`config.mk`:
```
export PLATFORM = sky130hd
export DESIGN_NAME = write_guard
export DESIGN_NICKNAME = d
export VERILOG_FILES = /design/src/guard_axi_pkg.sv /design/src/guard_cfg_pkg.sv /design/src/guard_ifs.sv /design/src/aw_capture.sv /design/src/fault_reporter.sv /design/src/tick_gen.sv /design/src/txn_table.sv /design/src/write_guard.sv
export VERILOG_INCLUDE_DIRS = /design/src
export SDC_FILE = /design/constraint.sdc
export NUM_CORES = 2
export LEC_CHECK = 0
export BUFFER_PORTS_ARGS = -buffer_cell sky130_fd_sc_hd__buf_2
export CAP_MARGIN = 15
export CORE_ASPECT_RATIO = 0.7
export CORE_UTILIZATION = 40
export DETAILED_ROUTE_END_ITERATION = 8
export MAX_ROUTING_LAYER = met4
export SYNTH_ARGS = -nofsm -noshare
export SYNTH_HDL_FRONTEND = slang
export SYNTH_SLANG_ARGS = --single-unit
```
`constraint.sdc`:
```
create_clock -name clk_i -period 16.1 [get_ports clk_i]
set_clock_uncertainty 0.1 [all_clocks]
set_input_delay 0.805 -clock clk_i [delete_from_list [all_inputs] [get_ports clk_i]]
set_output_delay 0.805 -clock clk_i [all_outputs]
set_load 0.01 [all_outputs]
```
`src/guard_consts.svh`:
```
/*
 * Global constants of the AXI4 write guard: bus field widths,
 * slot count, budget counter width and prescaler setting
 */
`ifndef GUARD_CONSTS_SVH
`define GUARD_CONSTS_SVH

`define GUARD_ID_W      4
`define GUARD_ADDR_W    32
`define GUARD_LEN_W     8
`define GUARD_MAX_TXNS  8
`define GUARD_CNT_W     16
`define GUARD_PRESC_DIV 4
`define GUARD_BUDGET_W  3

`endif

```
`src/guard_axi_pkg.sv`:
```
/*
 * Types for the observed AXI4 write channels
 * (ID, address, burst length and the AW metadata record)
 */
package guard_axi_pkg;

  `include "guard_consts.svh"

  typedef logic [`GUARD_ID_W-1:0]   id_t;
  typedef logic [`GUARD_ADDR_W-1:0] addr_t;

  // AXI encoding, number of beats minus one
  typedef logic [`GUARD_LEN_W-1:0]  len_t;

  // Everything the guard keeps from one AW beat
  typedef struct packed {
    id_t   id;
    addr_t addr;
    len_t  len;
  } aw_meta_t;

endpackage

```
`src/guard_cfg_pkg.sv`:
```
/*
 * Guard-internal types: budget counter, budget factor,
 * slot index, slot record and fault kind
 */
package guard_cfg_pkg;

  import guard_axi_pkg::*;

  `include "guard_consts.svh"

  typedef logic [`GUARD_CNT_W-1:0]            cnt_t;
  typedef logic [`GUARD_BUDGET_W-1:0]         budget_t;
  typedef logic [$clog2(`GUARD_MAX_TXNS)-1:0] slot_idx_t;

  // One outstanding write
  typedef struct packed {
    logic      valid;
    aw_meta_t  meta;
    cnt_t      cnt;
    slot_idx_t ahead;   // older same-ID writes still outstanding
  } slot_t;

  typedef enum logic [1:0] {
    FAULT_NONE     = 2'd0,
    FAULT_TIMEOUT  = 2'd1,
    FAULT_UNWANTED = 2'd2
  } fault_e;

endpackage

```
`src/guard_ifs.sv`:
```
/*
 * Interfaces inside the write guard: enqueue of captured writes
 * and retire/fault events from the slot table
 */
`timescale 1ns/1ns

interface enq_if
  import guard_axi_pkg::*;
  import guard_cfg_pkg::*;
();

  logic     valid;
  aw_meta_t meta;
  cnt_t     budget;

  modport src (output valid, meta, budget);
  modport dst (input valid, meta, budget);

endinterface

interface evt_if
  import guard_axi_pkg::*;
  import guard_cfg_pkg::*;
();

  logic     retire_valid;
  cnt_t     retire_cnt;
  logic     fault_valid;
  fault_e   fault_kind;
  aw_meta_t fault_meta;

  modport src (output retire_valid, retire_cnt, fault_valid, fault_kind, fault_meta);
  modport dst (input retire_valid, retire_cnt, fault_valid, fault_kind, fault_meta);

endinterface

```
`src/aw_capture.sv`:
```
/*
 * AW channel capture: handshake detection, budget computation
 * and the registered enqueue towards the slot table
 */
`timescale 1ns/1ns

`include "guard_consts.svh"

module aw_capture
  import guard_axi_pkg::*;
  import guard_cfg_pkg::*;
(
  input  logic      clk_i,
  input  logic      rst_ni,
  input  logic      aw_valid_i,
  input  logic      aw_ready_i,
  input  aw_meta_t  aw_meta_i,
  input  budget_t   budget_factor_i,
  input  cnt_t      load_i,
  enq_if.src        enq
);

  logic     aw_hs;
  cnt_t     factor;
  cnt_t     own_load;
  cnt_t     budget;
  logic     enq_valid_q;
  aw_meta_t enq_meta_q;
  cnt_t     enq_budget_q;

  assign aw_hs  = aw_valid_i & aw_ready_i;
  assign factor = cnt_t'(budget_factor_i);

  // Prescaled beats of this burst
  assign own_load = cnt_t'((cnt_t'(aw_meta_i.len) + cnt_t'(1)) / `GUARD_PRESC_DIV);

  // Scaled backlog plus own bursts, plus one tick so the budget is never zero
  assign budget = cnt_t'(factor * load_i + factor * own_load + cnt_t'(1));

  always_ff @(posedge clk_i or negedge rst_ni) begin
    if (!rst_ni) begin
      enq_valid_q <= 1'b0;
    end else begin
      enq_valid_q <= aw_hs;
    end
  end

  always_ff @(posedge clk_i) begin
    if (aw_hs) begin
      enq_meta_q   <= aw_meta_i;
      enq_budget_q <= budget;
    end
  end

  assign enq.valid  = enq_valid_q;
  assign enq.meta   = enq_meta_q;
  assign enq.budget = enq_budget_q;

endmodule

```
`src/fault_reporter.sv`:
```
/*
 * Fault latch: reset request, interrupt, fault flags and details,
 * and the remaining budget of the last retired write
 */
`timescale 1ns/1ns

module fault_reporter
  import guard_axi_pkg::*;
  import guard_cfg_pkg::*;
(
  input  logic  clk_i,
  input  logic  rst_ni,
  evt_if.dst    evt,
  input  logic  reset_clear_i,
  output logic  flush_o,
  output logic  reset_req_o,
  output logic  irq_o,
  output logic  timeout_o,
  output logic  unwanted_o,
  output addr_t irq_addr_o,
  output id_t   irq_id_o,
  output cnt_t  latency_o
);

  // A new fault wins over a clear in the same cycle
  always_ff @(posedge clk_i or negedge rst_ni) begin
    if (!rst_ni) begin
      reset_req_o <= 1'b0;
      irq_o       <= 1'b0;
      timeout_o   <= 1'b0;
      unwanted_o  <= 1'b0;
      irq_addr_o  <= '0;
      irq_id_o    <= '0;
    end else if (evt.fault_valid) begin
      reset_req_o <= 1'b1;
      irq_o       <= 1'b1;
      timeout_o   <= timeout_o | (evt.fault_kind == FAULT_TIMEOUT);
      unwanted_o  <= unwanted_o | (evt.fault_kind == FAULT_UNWANTED);
      irq_addr_o  <= evt.fault_meta.addr;
      irq_id_o    <= evt.fault_meta.id;
    end else if (reset_clear_i) begin
      reset_req_o <= 1'b0;
      irq_o       <= 1'b0;
      timeout_o   <= 1'b0;
      unwanted_o  <= 1'b0;
    end
  end

  always_ff @(posedge clk_i or negedge rst_ni) begin
    if (!rst_ni) begin
      latency_o <= '0;
    end else if (evt.retire_valid) begin
      latency_o <= evt.retire_cnt;
    end
  end

  // Table stays empty for as long as the reset request is pending
  assign flush_o = reset_req_o;

endmodule

```
`src/tick_gen.sv`:
```
/*
 * Countdown prescaler and the sticky B-channel activity flags
 * that hold the countdown while responses are flowing
 */
`timescale 1ns/1ns

`include "guard_consts.svh"

module tick_gen (
  input  logic clk_i,
  input  logic rst_ni,
  input  logic b_valid_i,
  input  logic b_ready_i,
  output logic tick_o,
  output logic pause_o
);

  localparam int unsigned PrescW = $clog2(`GUARD_PRESC_DIV);

  logic [PrescW-1:0] presc_q;
  logic              b_valid_seen_q;
  logic              b_ready_seen_q;

  assign tick_o = (presc_q == PrescW'(`GUARD_PRESC_DIV - 1));

  always_ff @(posedge clk_i or negedge rst_ni) begin
    if (!rst_ni) begin
      presc_q <= '0;
    end else if (tick_o) begin
      presc_q <= '0;
    end else begin
      presc_q <= presc_q + PrescW'(1);
    end
  end

  // Flags collect activity over one tick period and drop on the tick
  always_ff @(posedge clk_i or negedge rst_ni) begin
    if (!rst_ni) begin
      b_valid_seen_q <= 1'b0;
      b_ready_seen_q <= 1'b0;
    end else if (tick_o) begin
      b_valid_seen_q <= 1'b0;
      b_ready_seen_q <= 1'b0;
    end else begin
      b_valid_seen_q <= b_valid_seen_q | b_valid_i;
      b_ready_seen_q <= b_ready_seen_q | b_ready_i;
    end
  end

  assign pause_o = b_valid_seen_q & b_ready_seen_q;

endmodule

```
`src/txn_table.sv`:
```
/*
 * Slot table of outstanding writes: allocation, budget countdown,
 * in-order retire per ID, timeout and unwanted-response detection, flush
 */
`timescale 1ns/1ns

`include "guard_consts.svh"

module txn_table
  import guard_axi_pkg::*;
  import guard_cfg_pkg::*;
(
  input  logic clk_i,
  input  logic rst_ni,
  enq_if.dst   enq,
  input  logic b_valid_i,
  input  logic b_ready_i,
  input  id_t  b_id_i,
  input  logic tick_i,
  input  logic pause_i,
  input  logic flush_i,
  output cnt_t load_o,
  evt_if.src   evt
);

  localparam int unsigned NumSlots = `GUARD_MAX_TXNS;

  slot_t [NumSlots-1:0] slot_q, slot_d;
  logic  [NumSlots-1:0] live, id_hit, head_hit, expired;
  logic                 b_hs, retire, timeout, unwanted;
  slot_idx_t            retire_idx, expired_idx, free_idx, same_id_cnt;
  logic                 retire_valid_q;
  cnt_t                 retire_cnt_q;

  // Lowest set bit, used for allocation and for picking the reported slot
  function automatic slot_idx_t first_set(input logic [NumSlots-1:0] vec);
    slot_idx_t idx;
    idx = '0;
    for (int i = NumSlots - 1; i >= 0; i--) begin
      if (vec[i]) begin
        idx = slot_idx_t'(i);
      end
    end
    return idx;
  endfunction

  always_comb begin
    for (int i = 0; i < NumSlots; i++) begin
      live[i]     = slot_q[i].valid;
      id_hit[i]   = live[i] && (slot_q[i].meta.id == b_id_i);
      head_hit[i] = id_hit[i] && (slot_q[i].ahead == '0);
      expired[i]  = live[i] && (slot_q[i].cnt == '0);
    end
  end

  assign b_hs        = b_valid_i & b_ready_i;
  assign retire      = b_hs & (|head_hit) & ~flush_i;
  assign timeout     = (|expired) & ~flush_i;
  assign unwanted    = b_hs & ~(|id_hit) & ~flush_i;
  assign retire_idx  = first_set(head_hit);
  assign expired_idx = first_set(expired);
  assign free_idx    = first_set(~live);

  always_comb begin
    slot_d      = slot_q;
    same_id_cnt = '0;

    // A new write queues behind every same-ID write that stays live
    for (int i = 0; i < NumSlots; i++) begin
      if (live[i] && (slot_q[i].meta.id == enq.meta.id) &&
          !(retire && (retire_idx == slot_idx_t'(i)))) begin
        same_id_cnt = same_id_cnt + slot_idx_t'(1);
      end
    end

    // Countdown holds at zero until the flush removes the slot
    if (tick_i && !pause_i) begin
      for (int i = 0; i < NumSlots; i++) begin
        if (live[i] && (slot_q[i].cnt != '0)) begin
          slot_d[i].cnt = slot_q[i].cnt - cnt_t'(1);
        end
      end
    end

    if (retire) begin
      for (int i = 0; i < NumSlots; i++) begin
        if (id_hit[i] && (retire_idx != slot_idx_t'(i))) begin
          slot_d[i].ahead = slot_q[i].ahead - slot_idx_t'(1);
        end
      end
      slot_d[retire_idx].valid = 1'b0;
    end

    // Writes beyond the slot count are dropped
    if (enq.valid && !(&live)) begin
      slot_d[free_idx].valid = 1'b1;
      slot_d[free_idx].meta  = enq.meta;
      slot_d[free_idx].cnt   = enq.budget;
      slot_d[free_idx].ahead = same_id_cnt;
    end

    if (flush_i) begin
      for (int i = 0; i < NumSlots; i++) begin
        slot_d[i].valid = 1'b0;
      end
    end
  end

  always_ff @(posedge clk_i or negedge rst_ni) begin
    if (!rst_ni) begin
      slot_q <= '0;
    end else begin
      slot_q <= slot_d;
    end
  end

  // Outstanding work in prescaled ticks
  always_comb begin
    load_o = '0;
    for (int i = 0; i < NumSlots; i++) begin
      if (live[i]) begin
        load_o = load_o
               + cnt_t'((cnt_t'(slot_q[i].meta.len) + cnt_t'(1)) / `GUARD_PRESC_DIV)
               + cnt_t'(1);
      end
    end
  end

  always_ff @(posedge clk_i or negedge rst_ni) begin
    if (!rst_ni) begin
      retire_valid_q <= 1'b0;
    end else begin
      retire_valid_q <= retire;
    end
  end

  always_ff @(posedge clk_i) begin
    if (retire) begin
      retire_cnt_q <= slot_q[retire_idx].cnt;
    end
  end

  assign evt.retire_valid = retire_valid_q;
  assign evt.retire_cnt   = retire_cnt_q;

  // Timeout has priority over an unwanted response in the same cycle
  always_comb begin
    evt.fault_valid = timeout | unwanted;
    evt.fault_kind  = FAULT_NONE;
    evt.fault_meta  = '0;
    if (timeout) begin
      evt.fault_kind = FAULT_TIMEOUT;
      evt.fault_meta = slot_q[expired_idx].meta;
    end else if (unwanted) begin
      evt.fault_kind    = FAULT_UNWANTED;
      evt.fault_meta.id = b_id_i;
    end
  end

endmodule

```
`src/write_guard.sv`:
```
/*
 * AXI4 write transaction guard, top level
 */
`timescale 1ns/1ns

module write_guard
  import guard_axi_pkg::*;
  import guard_cfg_pkg::*;
(
  input  logic    clk_i,
  input  logic    rst_ni,
  input  logic    aw_valid_i,
  input  logic    aw_ready_i,
  input  id_t     aw_id_i,
  input  addr_t   aw_addr_i,
  input  len_t    aw_len_i,
  input  logic    b_valid_i,
  input  logic    b_ready_i,
  input  id_t     b_id_i,
  input  budget_t budget_factor_i,
  input  logic    reset_clear_i,
  output logic    reset_req_o,
  output logic    irq_o,
  output logic    timeout_o,
  output logic    unwanted_o,
  output addr_t   irq_addr_o,
  output id_t     irq_id_o,
  output cnt_t    latency_o
);

  aw_meta_t aw_meta;
  cnt_t     load;
  logic     tick, pause, flush;

  enq_if i_enq_if ();
  evt_if i_evt_if ();

  assign aw_meta.id   = aw_id_i;
  assign aw_meta.addr = aw_addr_i;
  assign aw_meta.len  = aw_len_i;

  aw_capture i_aw_capture (
    .clk_i           (clk_i),
    .rst_ni          (rst_ni),
    .aw_valid_i      (aw_valid_i),
    .aw_ready_i      (aw_ready_i),
    .aw_meta_i       (aw_meta),
    .budget_factor_i (budget_factor_i),
    .load_i          (load),
    .enq             (i_enq_if.src)
  );

  tick_gen i_tick_gen (
    .clk_i     (clk_i),
    .rst_ni    (rst_ni),
    .b_valid_i (b_valid_i),
    .b_ready_i (b_ready_i),
    .tick_o    (tick),
    .pause_o   (pause)
  );

  txn_table i_txn_table (
    .clk_i     (clk_i),
    .rst_ni    (rst_ni),
    .enq       (i_enq_if.dst),
    .b_valid_i (b_valid_i),
    .b_ready_i (b_ready_i),
    .b_id_i    (b_id_i),
    .tick_i    (tick),
    .pause_i   (pause),
    .flush_i   (flush),
    .load_o    (load),
    .evt       (i_evt_if.src)
  );

  fault_reporter i_fault_reporter (
    .clk_i         (clk_i),
    .rst_ni        (rst_ni),
    .evt           (i_evt_if.dst),
    .reset_clear_i (reset_clear_i),
    .flush_o       (flush),
    .reset_req_o   (reset_req_o),
    .irq_o         (irq_o),
    .timeout_o     (timeout_o),
    .unwanted_o    (unwanted_o),
    .irq_addr_o    (irq_addr_o),
    .irq_id_o      (irq_id_o),
    .latency_o     (latency_o)
  );

endmodule
```
; Yosys cells after proc, flatten, opt, wreduce, memory -nomap -nowiden
; Cells that the tools add are included.
[word_totals]
wordCells = 392
inputBits = 58
ff_bits = 649
output_inout_bits = 56
[op_classes]
reduce_logical = 109
n_mux = 113
eq_ne = 33
n_mul = 2
add_sub_neg = 50
n_lt_le_gt_ge = 5
bitwise = 16
[ops]
columns = op, count
row1 = 512-bit bitwise mux, 5
row2 = 512-bit two-way mux, 2
row3 = 64-bit demux with 3-bit select, 5
row4 = 64-bit binary-select mux with 3-bit select, 2
row5 = 16-bit two-way mux, 24
row6 = 16-bit by 1-bit adder with 16-bit output (second input constant), 9
row7 = 3-bit two-way mux, 48
row8 = 16-bit adder, 8
row9 = 16-bit zero test, 8
row10 = 64-bit two-way mux, 2
row11 = 16-bit nonzero test, 8
row12 = 16-bit by 1-bit subtractor with 16-bit output (second input constant), 8
row13 = 63-bit two-way mux, 2
row14 = 8-bit by 1-bit adder with 9-bit output (second input constant), 9
row15 = 1-bit logical AND, 68
row16 = 4-bit equality test, 16
row17 = 40-bit two-way mux, 1
row18 = 19-bit two-way mux, 2
row19 = 3-bit by 16-bit multiplier with 16-bit output, 2
row20 = 3-bit zero test, 9
row21 = 8-bit OR reduction, 3
row22 = 3-bit by 1-bit subtractor with 3-bit output (second input constant), 8
row23 = 3-bit by 1-bit adder with 3-bit output (second input constant), 6
row24 = 1-bit two-way mux, 15
row25 = other kinds (22), 58

; Longest topological paths before layout
[logic_depth]
word_depth = 33
depth_mapped = 56
mapped_depth_nobuf = 56

; Hierarchy
; A second synthesis with hierarchy kept.
[hier_totals]
cells_unflattened = 3872
area_unflattened_um2 = 37905.1
[modules_own_cells]
columns = mod, seq_area_each_um2, cells_per_inst, area_each_um2, instances
row1 = txn_table, 13317.8, 3412, 31677.9, 1
row2 = aw_capture, 1826.8, 326, 3936.3, 1
row3 = fault_reporter, 1376.3, 124, 2135.8, 1
row4 = tick_gen, 100.1, 10, 155.1, 1

; Worst setup path after synthesis
; OpenSTA, ideal clock, no wires.
[synth_timing]
path_type = register to register
start = register i_txn_table.slot_q[20] (netlist name)
end = register i_aw_capture.enq_budget_q[12] (netlist: i_aw_capture.enq.budget[12]), data pin
setup_slack_ps = 4712
arrival_time_ps = 11030
path_stages_with_launch = 55
required_time_ps = 15742
path_buffers = 0
synth_period_minus_slack_ps = 11388
setup_time_ps = 258
cell_sequence = dfrtp_1 > nand3_1 > xnor2_1 > ha_1 > xnor2_1 > xnor2_1 > and2_1 > ha_1 > o21ai_0 > or3b_2 > a31o_2 > ha_1 > o21a_1 > o31a_1 > o21a_1 > nor2_1 > xnor2_1 > mux2_2 > [... 19 more ...] > or2_2 > o21a_1 > mux2i_1 > nand2b_1 > fa_1 > fa_1 > inv_1 > fa_1 > ha_1 > o21ai_0 > a21boi_0 > o21ai_0 > a21boi_0 > o21ai_0 > a21boi_0 > o21ai_0 > nor2b_1 > xnor2_1
[synth_via]
elab_chain_len = 27
[synth_rtl]
columns = element, line
row1 = from (decl), txn_table.sv:28  ; slot_t [NumSlots-1:0] slot_q, slot_d;
row2 = from (signal assigned), txn_table.sv:113  ; slot_q <= slot_d;
row3 = 8-bit by 1-bit adder with 9-bit output (*), txn_table.sv:123  ; + cnt_t'((cnt_t'(slot_q[i].meta.len) + cnt_t'(1)) / `GUARD_PRESC_DIV)
row4 = 16-bit by 1-bit adder with 16-bit output (*), txn_table.sv:122  ; load_o = load_o
row5 = 16-bit two-way mux (*), txn_table.sv:121  ; if (live[i]) begin
row6 = 16-bit adder, txn_table.sv:122
row7 = 16-bit by 1-bit adder with 16-bit output, txn_table.sv:122
row8 = 16-bit two-way mux (*), txn_table.sv:121
row9 = 16-bit adder, txn_table.sv:122
row10 = 16-bit by 1-bit adder with 16-bit output, txn_table.sv:122
row11 = [... 12 more ...], n/a
row12 = 16-bit two-way mux (*), txn_table.sv:121
row13 = 16-bit adder, txn_table.sv:122
row14 = 16-bit by 1-bit adder with 16-bit output, txn_table.sv:122
row15 = 16-bit two-way mux (*), txn_table.sv:121
row16 = 3-bit by 16-bit multiplier with 16-bit output (*), aw_capture.sv:38  ; assign budget = cnt_t'(factor * load_i + factor * own_load + cnt_t'(1));
row17 = 16-bit adder (*), aw_capture.sv:38
row18 = 16-bit by 1-bit adder with 16-bit output (*), aw_capture.sv:38
row19 = named net i_aw_capture.budget[12], aw_capture.sv:26  ; cnt_t budget;
row20 = to (signal assigned), aw_capture.sv:51  ; enq_budget_q <= budget;
row21 = to (decl), aw_capture.sv:29  ; cnt_t enq_budget_q;
; Mark *: on every way through the listed nets, which the timed path passes. The rest lies on a longest branch.
; A chain may end at the register's enable or synchronous reset.

; Final worst setup path
; Same ends and word-level chain as after synthesis.

==> impl_results.md <==
* Drt pass-1 iters at 6
* Number of synthesized flops with an enable pin at 76
* Via count at 26.6k
* Initial antenna violation count at 3
* Area delta synth->final at 11.1%
* Dpl cells at 4812
* Post-CTS setup buffers at 0
* Hold Crit Class: in2async
* Reg clk slew, reported paths at 60 ps
* Largest net degree at the start of global routing at 173
* Top post-synthesis cells by area: dfrtp_1, mux2_2, edfxtp_1, nand2_1, mux2i_1
* Post-cts resize count at 0
* TNS Setup at 0 ps
* Total track usage at a little over a fifth
* CP most frequent cell: ha_1
* WP data required at roughly 16000 ps
* Count of cell types in the netlist at 91
* Final GP Congestion at 0.873
* Vias per inst at 5.38
* Final Non-Filler Cells at 4946
* Rows at 93
* Leading area contributor after synthesis: dfrtp_1
* Most common cell after layout, fill and taps aside: dfrtp_1
* Worst Path Max Fanout at 6
* Clock root buffer: clkbuf_16
* Finish-stage setup viols at 0
* Global route total overflow at 0
* Clock latency at the later pin of the worst-skew pair at about 640 ps
* Global-route wire length before repair at ~150000 microns
* Max Buffers Root-to-Sink at 3
* Post-synthesis sequential area ratio at 44.5%
* Hold Fails Final Rpt at 0
* Arrival time worst endpoint at ~13000 ps
* DRC errors left at 0
* Post-Route WL at roughly 97000 microns
* WL/cell at 19.7 microns
* Synth top area share at 38.4%
* Critical path class: reg2reg
* Run status: complete, no violations
* Register bit total from synthesis at 649
* Ys async rst share at 88.3%
* Die Wd at 367 microns
* Starting Density at 40.5%
* Sink Count at 649
* Worst-margin pin slew at 1110 ps
* Static leakage at around 19 nW
* Die height at roughly 260 microns
* Pwr Density at ~130 mW/mm^2
* Total CTS buffers at 71
* Max-slew violations at 0
* HPWL Detailed at 63800 microns
* Vias in the first global route at between 20k and 30k
* Post-DRT Antenna Nets at 0
* Final nets at 3857
* CTS Hold Bufs at 0
* Max VDD drop at 0.0766 mV
* Netlist area before placement at ~0.037 sq mm
* CP max stage delay at roughly 540 ps
* Max-slew headroom at 25.7%
* Yosys warnings at 0
* Initial DRC Count at 2065
* CP endpoint kind: flop
* Worst path slowest cell: fa_1
* Final worst slack at 3590 ps
* Max Cap Viol at 0
* DIE AREA at around 0.095 sq mm
* Max Fclk at between 70 and 80 MHz
* Port Buffers at 113
* Post-layout power at 0.00542 W
* Final min period at 12510 ps
* CTS tree: built
* H-tree Lvls at 3
* RSZ-0062 raised after global routing: false
* Most frequent cells in the layout: dfrtp_1, nand2_1, mux2_2
* Mapped Cells at between 3k and 4k
* Share of layout cells above drive strength 1 at between 20% and 30%
* Ys flop type: dfrtp_1
* # fillers at 8743
* Setup WS pre-CTS at about 3700 ps
* Mean area per synthesized cell at 10.3 sq um
* Final period util at 77.7%
* Critical Path Start Type: flop
* # IOs at about 110
* Core box area at 0.0923 sq mm
## worst max-delay path: cells and delay by family, from the launching register on
kind	cells	cell delay, ps
xor gates and xnor gates	5	640
buffers and inverters	1	50
DFF	1	420
muxes	2	460
AOI/OAI and AO/OA	25	4080
and+or+nand+nor	11	2150
adders and majority gates	12	4340
## cell usage after synthesis, drive strengths merged (6+ instances only)
| cell | count |
|---|---|
| nand3b | 9 |
| o31ai | 7 |
| buf | 64 |
| o21a | 25 |
| and3 | 24 |
| fa | 42 |
| nor3b | 6 |
| mux2 | 426 |
| nand2b | 16 |
| nand3 | 130 |
| clkbuf | 135 |
| nand2 | 546 |
| inv | 121 |
| o21ai | 227 |
| a21boi | 8 |
| a31oi | 16 |
| o211ai | 48 |
| nor2 | 162 |
| or4 | 16 |
| o31a | 6 |
| a31o | 6 |
| a21oi | 86 |
| and2 | 24 |
| edfxtp | 76 |
| a21o | 23 |
| nand4 | 13 |
| and4 | 9 |
| xnor2 | 153 |
| nor4 | 38 |
| a211oi | 13 |
| o21bai | 6 |
| nor3 | 54 |
| or3 | 19 |
| nor2b | 25 |
| or2 | 12 |
| xor2 | 138 |
| dfrtp | 573 |
| mux2i | 151 |
| ha | 106 |
## flip-flops by register name (all words and copies together), names as in the netlist, 2 cells and up, named ones only
| signal | count |
|---|---|
| i_txn_table.live | 8 |
| i_fault_reporter.irq_addr_o | 32 |
| i_txn_table.evt.retire_cnt | 16 |
| i_fault_reporter.latency_o | 16 |
| i_txn_table.slot_q | 504 |
| i_aw_capture.enq.meta | 44 |
| i_tick_gen.presc_q | 2 |
| i_fault_reporter.irq_id_o | 4 |
| i_aw_capture.enq.budget | 16 |
## worst paths after layout
| kind | cells after the start | from | slack [ps] | end |
|---|---|---|---|---|
| hold reg to reg | 1 | i_tick_gen.presc_q[0]$_DFF_PN0_ | 330 | i_tick_gen.presc_q[0]$_DFF_PN0_ |
| setup reg to reg | 56 | i_txn_table.slot_q[20]$_DFFE_PN0P_ | 3590 | i_aw_capture.enq.budget[12]$_DFFE_PP_ |
| hold / removal | 1 | rst_ni | 170 | i_txn_table.slot_q[289]$_DFFE_PN0P_ |
| min in group clk_i | 1 | aw_addr_i[27] | 240 | i_aw_capture.enq.meta[35]$_DFFE_PP_ |
| max in group asynchronous | 4 | rst_ni | 12420 | i_txn_table.slot_q[370]$_DFFE_PN0P_ |
| setup / recovery | 56 | i_txn_table.slot_q[20]$_DFFE_PN0P_ | 3590 | i_aw_capture.enq.budget[12]$_DFFE_PP_ |
## cells by family after synthesis
logic type / after synthesis / synth area share (%)
adder cells (fa/ha/maj): 149 / 5.82
other: 1 / 0.0100
XOR/XNOR: 294 / 7.11
flip-flops: 649 / 44.5
AO/OA/AOI/OAI: 511 / 8.48
buffers and inverters: 320 / 3.46
AND/OR/NAND/NOR: 1116 / 13.8
multiplexers: 577 / 16.9
## cell type report
| cell class | count | area, sq um | area share [%] |
|---|---|---|---|
| multi-input cells | 2653 | 19600 | 47.2 |
| clock buffers | 102 | 2030 | 4.88 |
| inverters | 121 | 454 | 1.09 |
| flip-flops and latches | 649 | 16600 | 40.0 |
| diodes | 2 | 5.00 | 0.0120 |
| well taps | 1235 | 1550 | 3.72 |
| clock inverters | 29 | 377 | 0.906 |
| repair buffers | 155 | 901 | 2.17 |
## through the flow
stage	hold slack, ps	utilization, %	area, sq um
after floorplan	303	-	37400
after CTS	199	45.0	41500
final	171	45.0	41500
after global routing	217	45.0	41500
after global placement	317	42.4	39100
after detailed placement	325	42.4	39100
## per-layer routing
layer	vias to the layer above	track usage, %	part of all wire (%)
met2	649	28.8	41
li1	12700	-	-
met5	-	-	0
met1	13200	32.4	52
met3	106	3.67	6.0
met4	0	4.58	1.8
## power by group
| group | switching (W) | internal [W] |
|---|---|---|
| registers | 0.000277 | 0.00195 |
| clock network | 0.000705 | 0.000984 |
| logic | 0.000781 | 0.000720 |
Note: power is estimated with default switching activity, not from simulation.
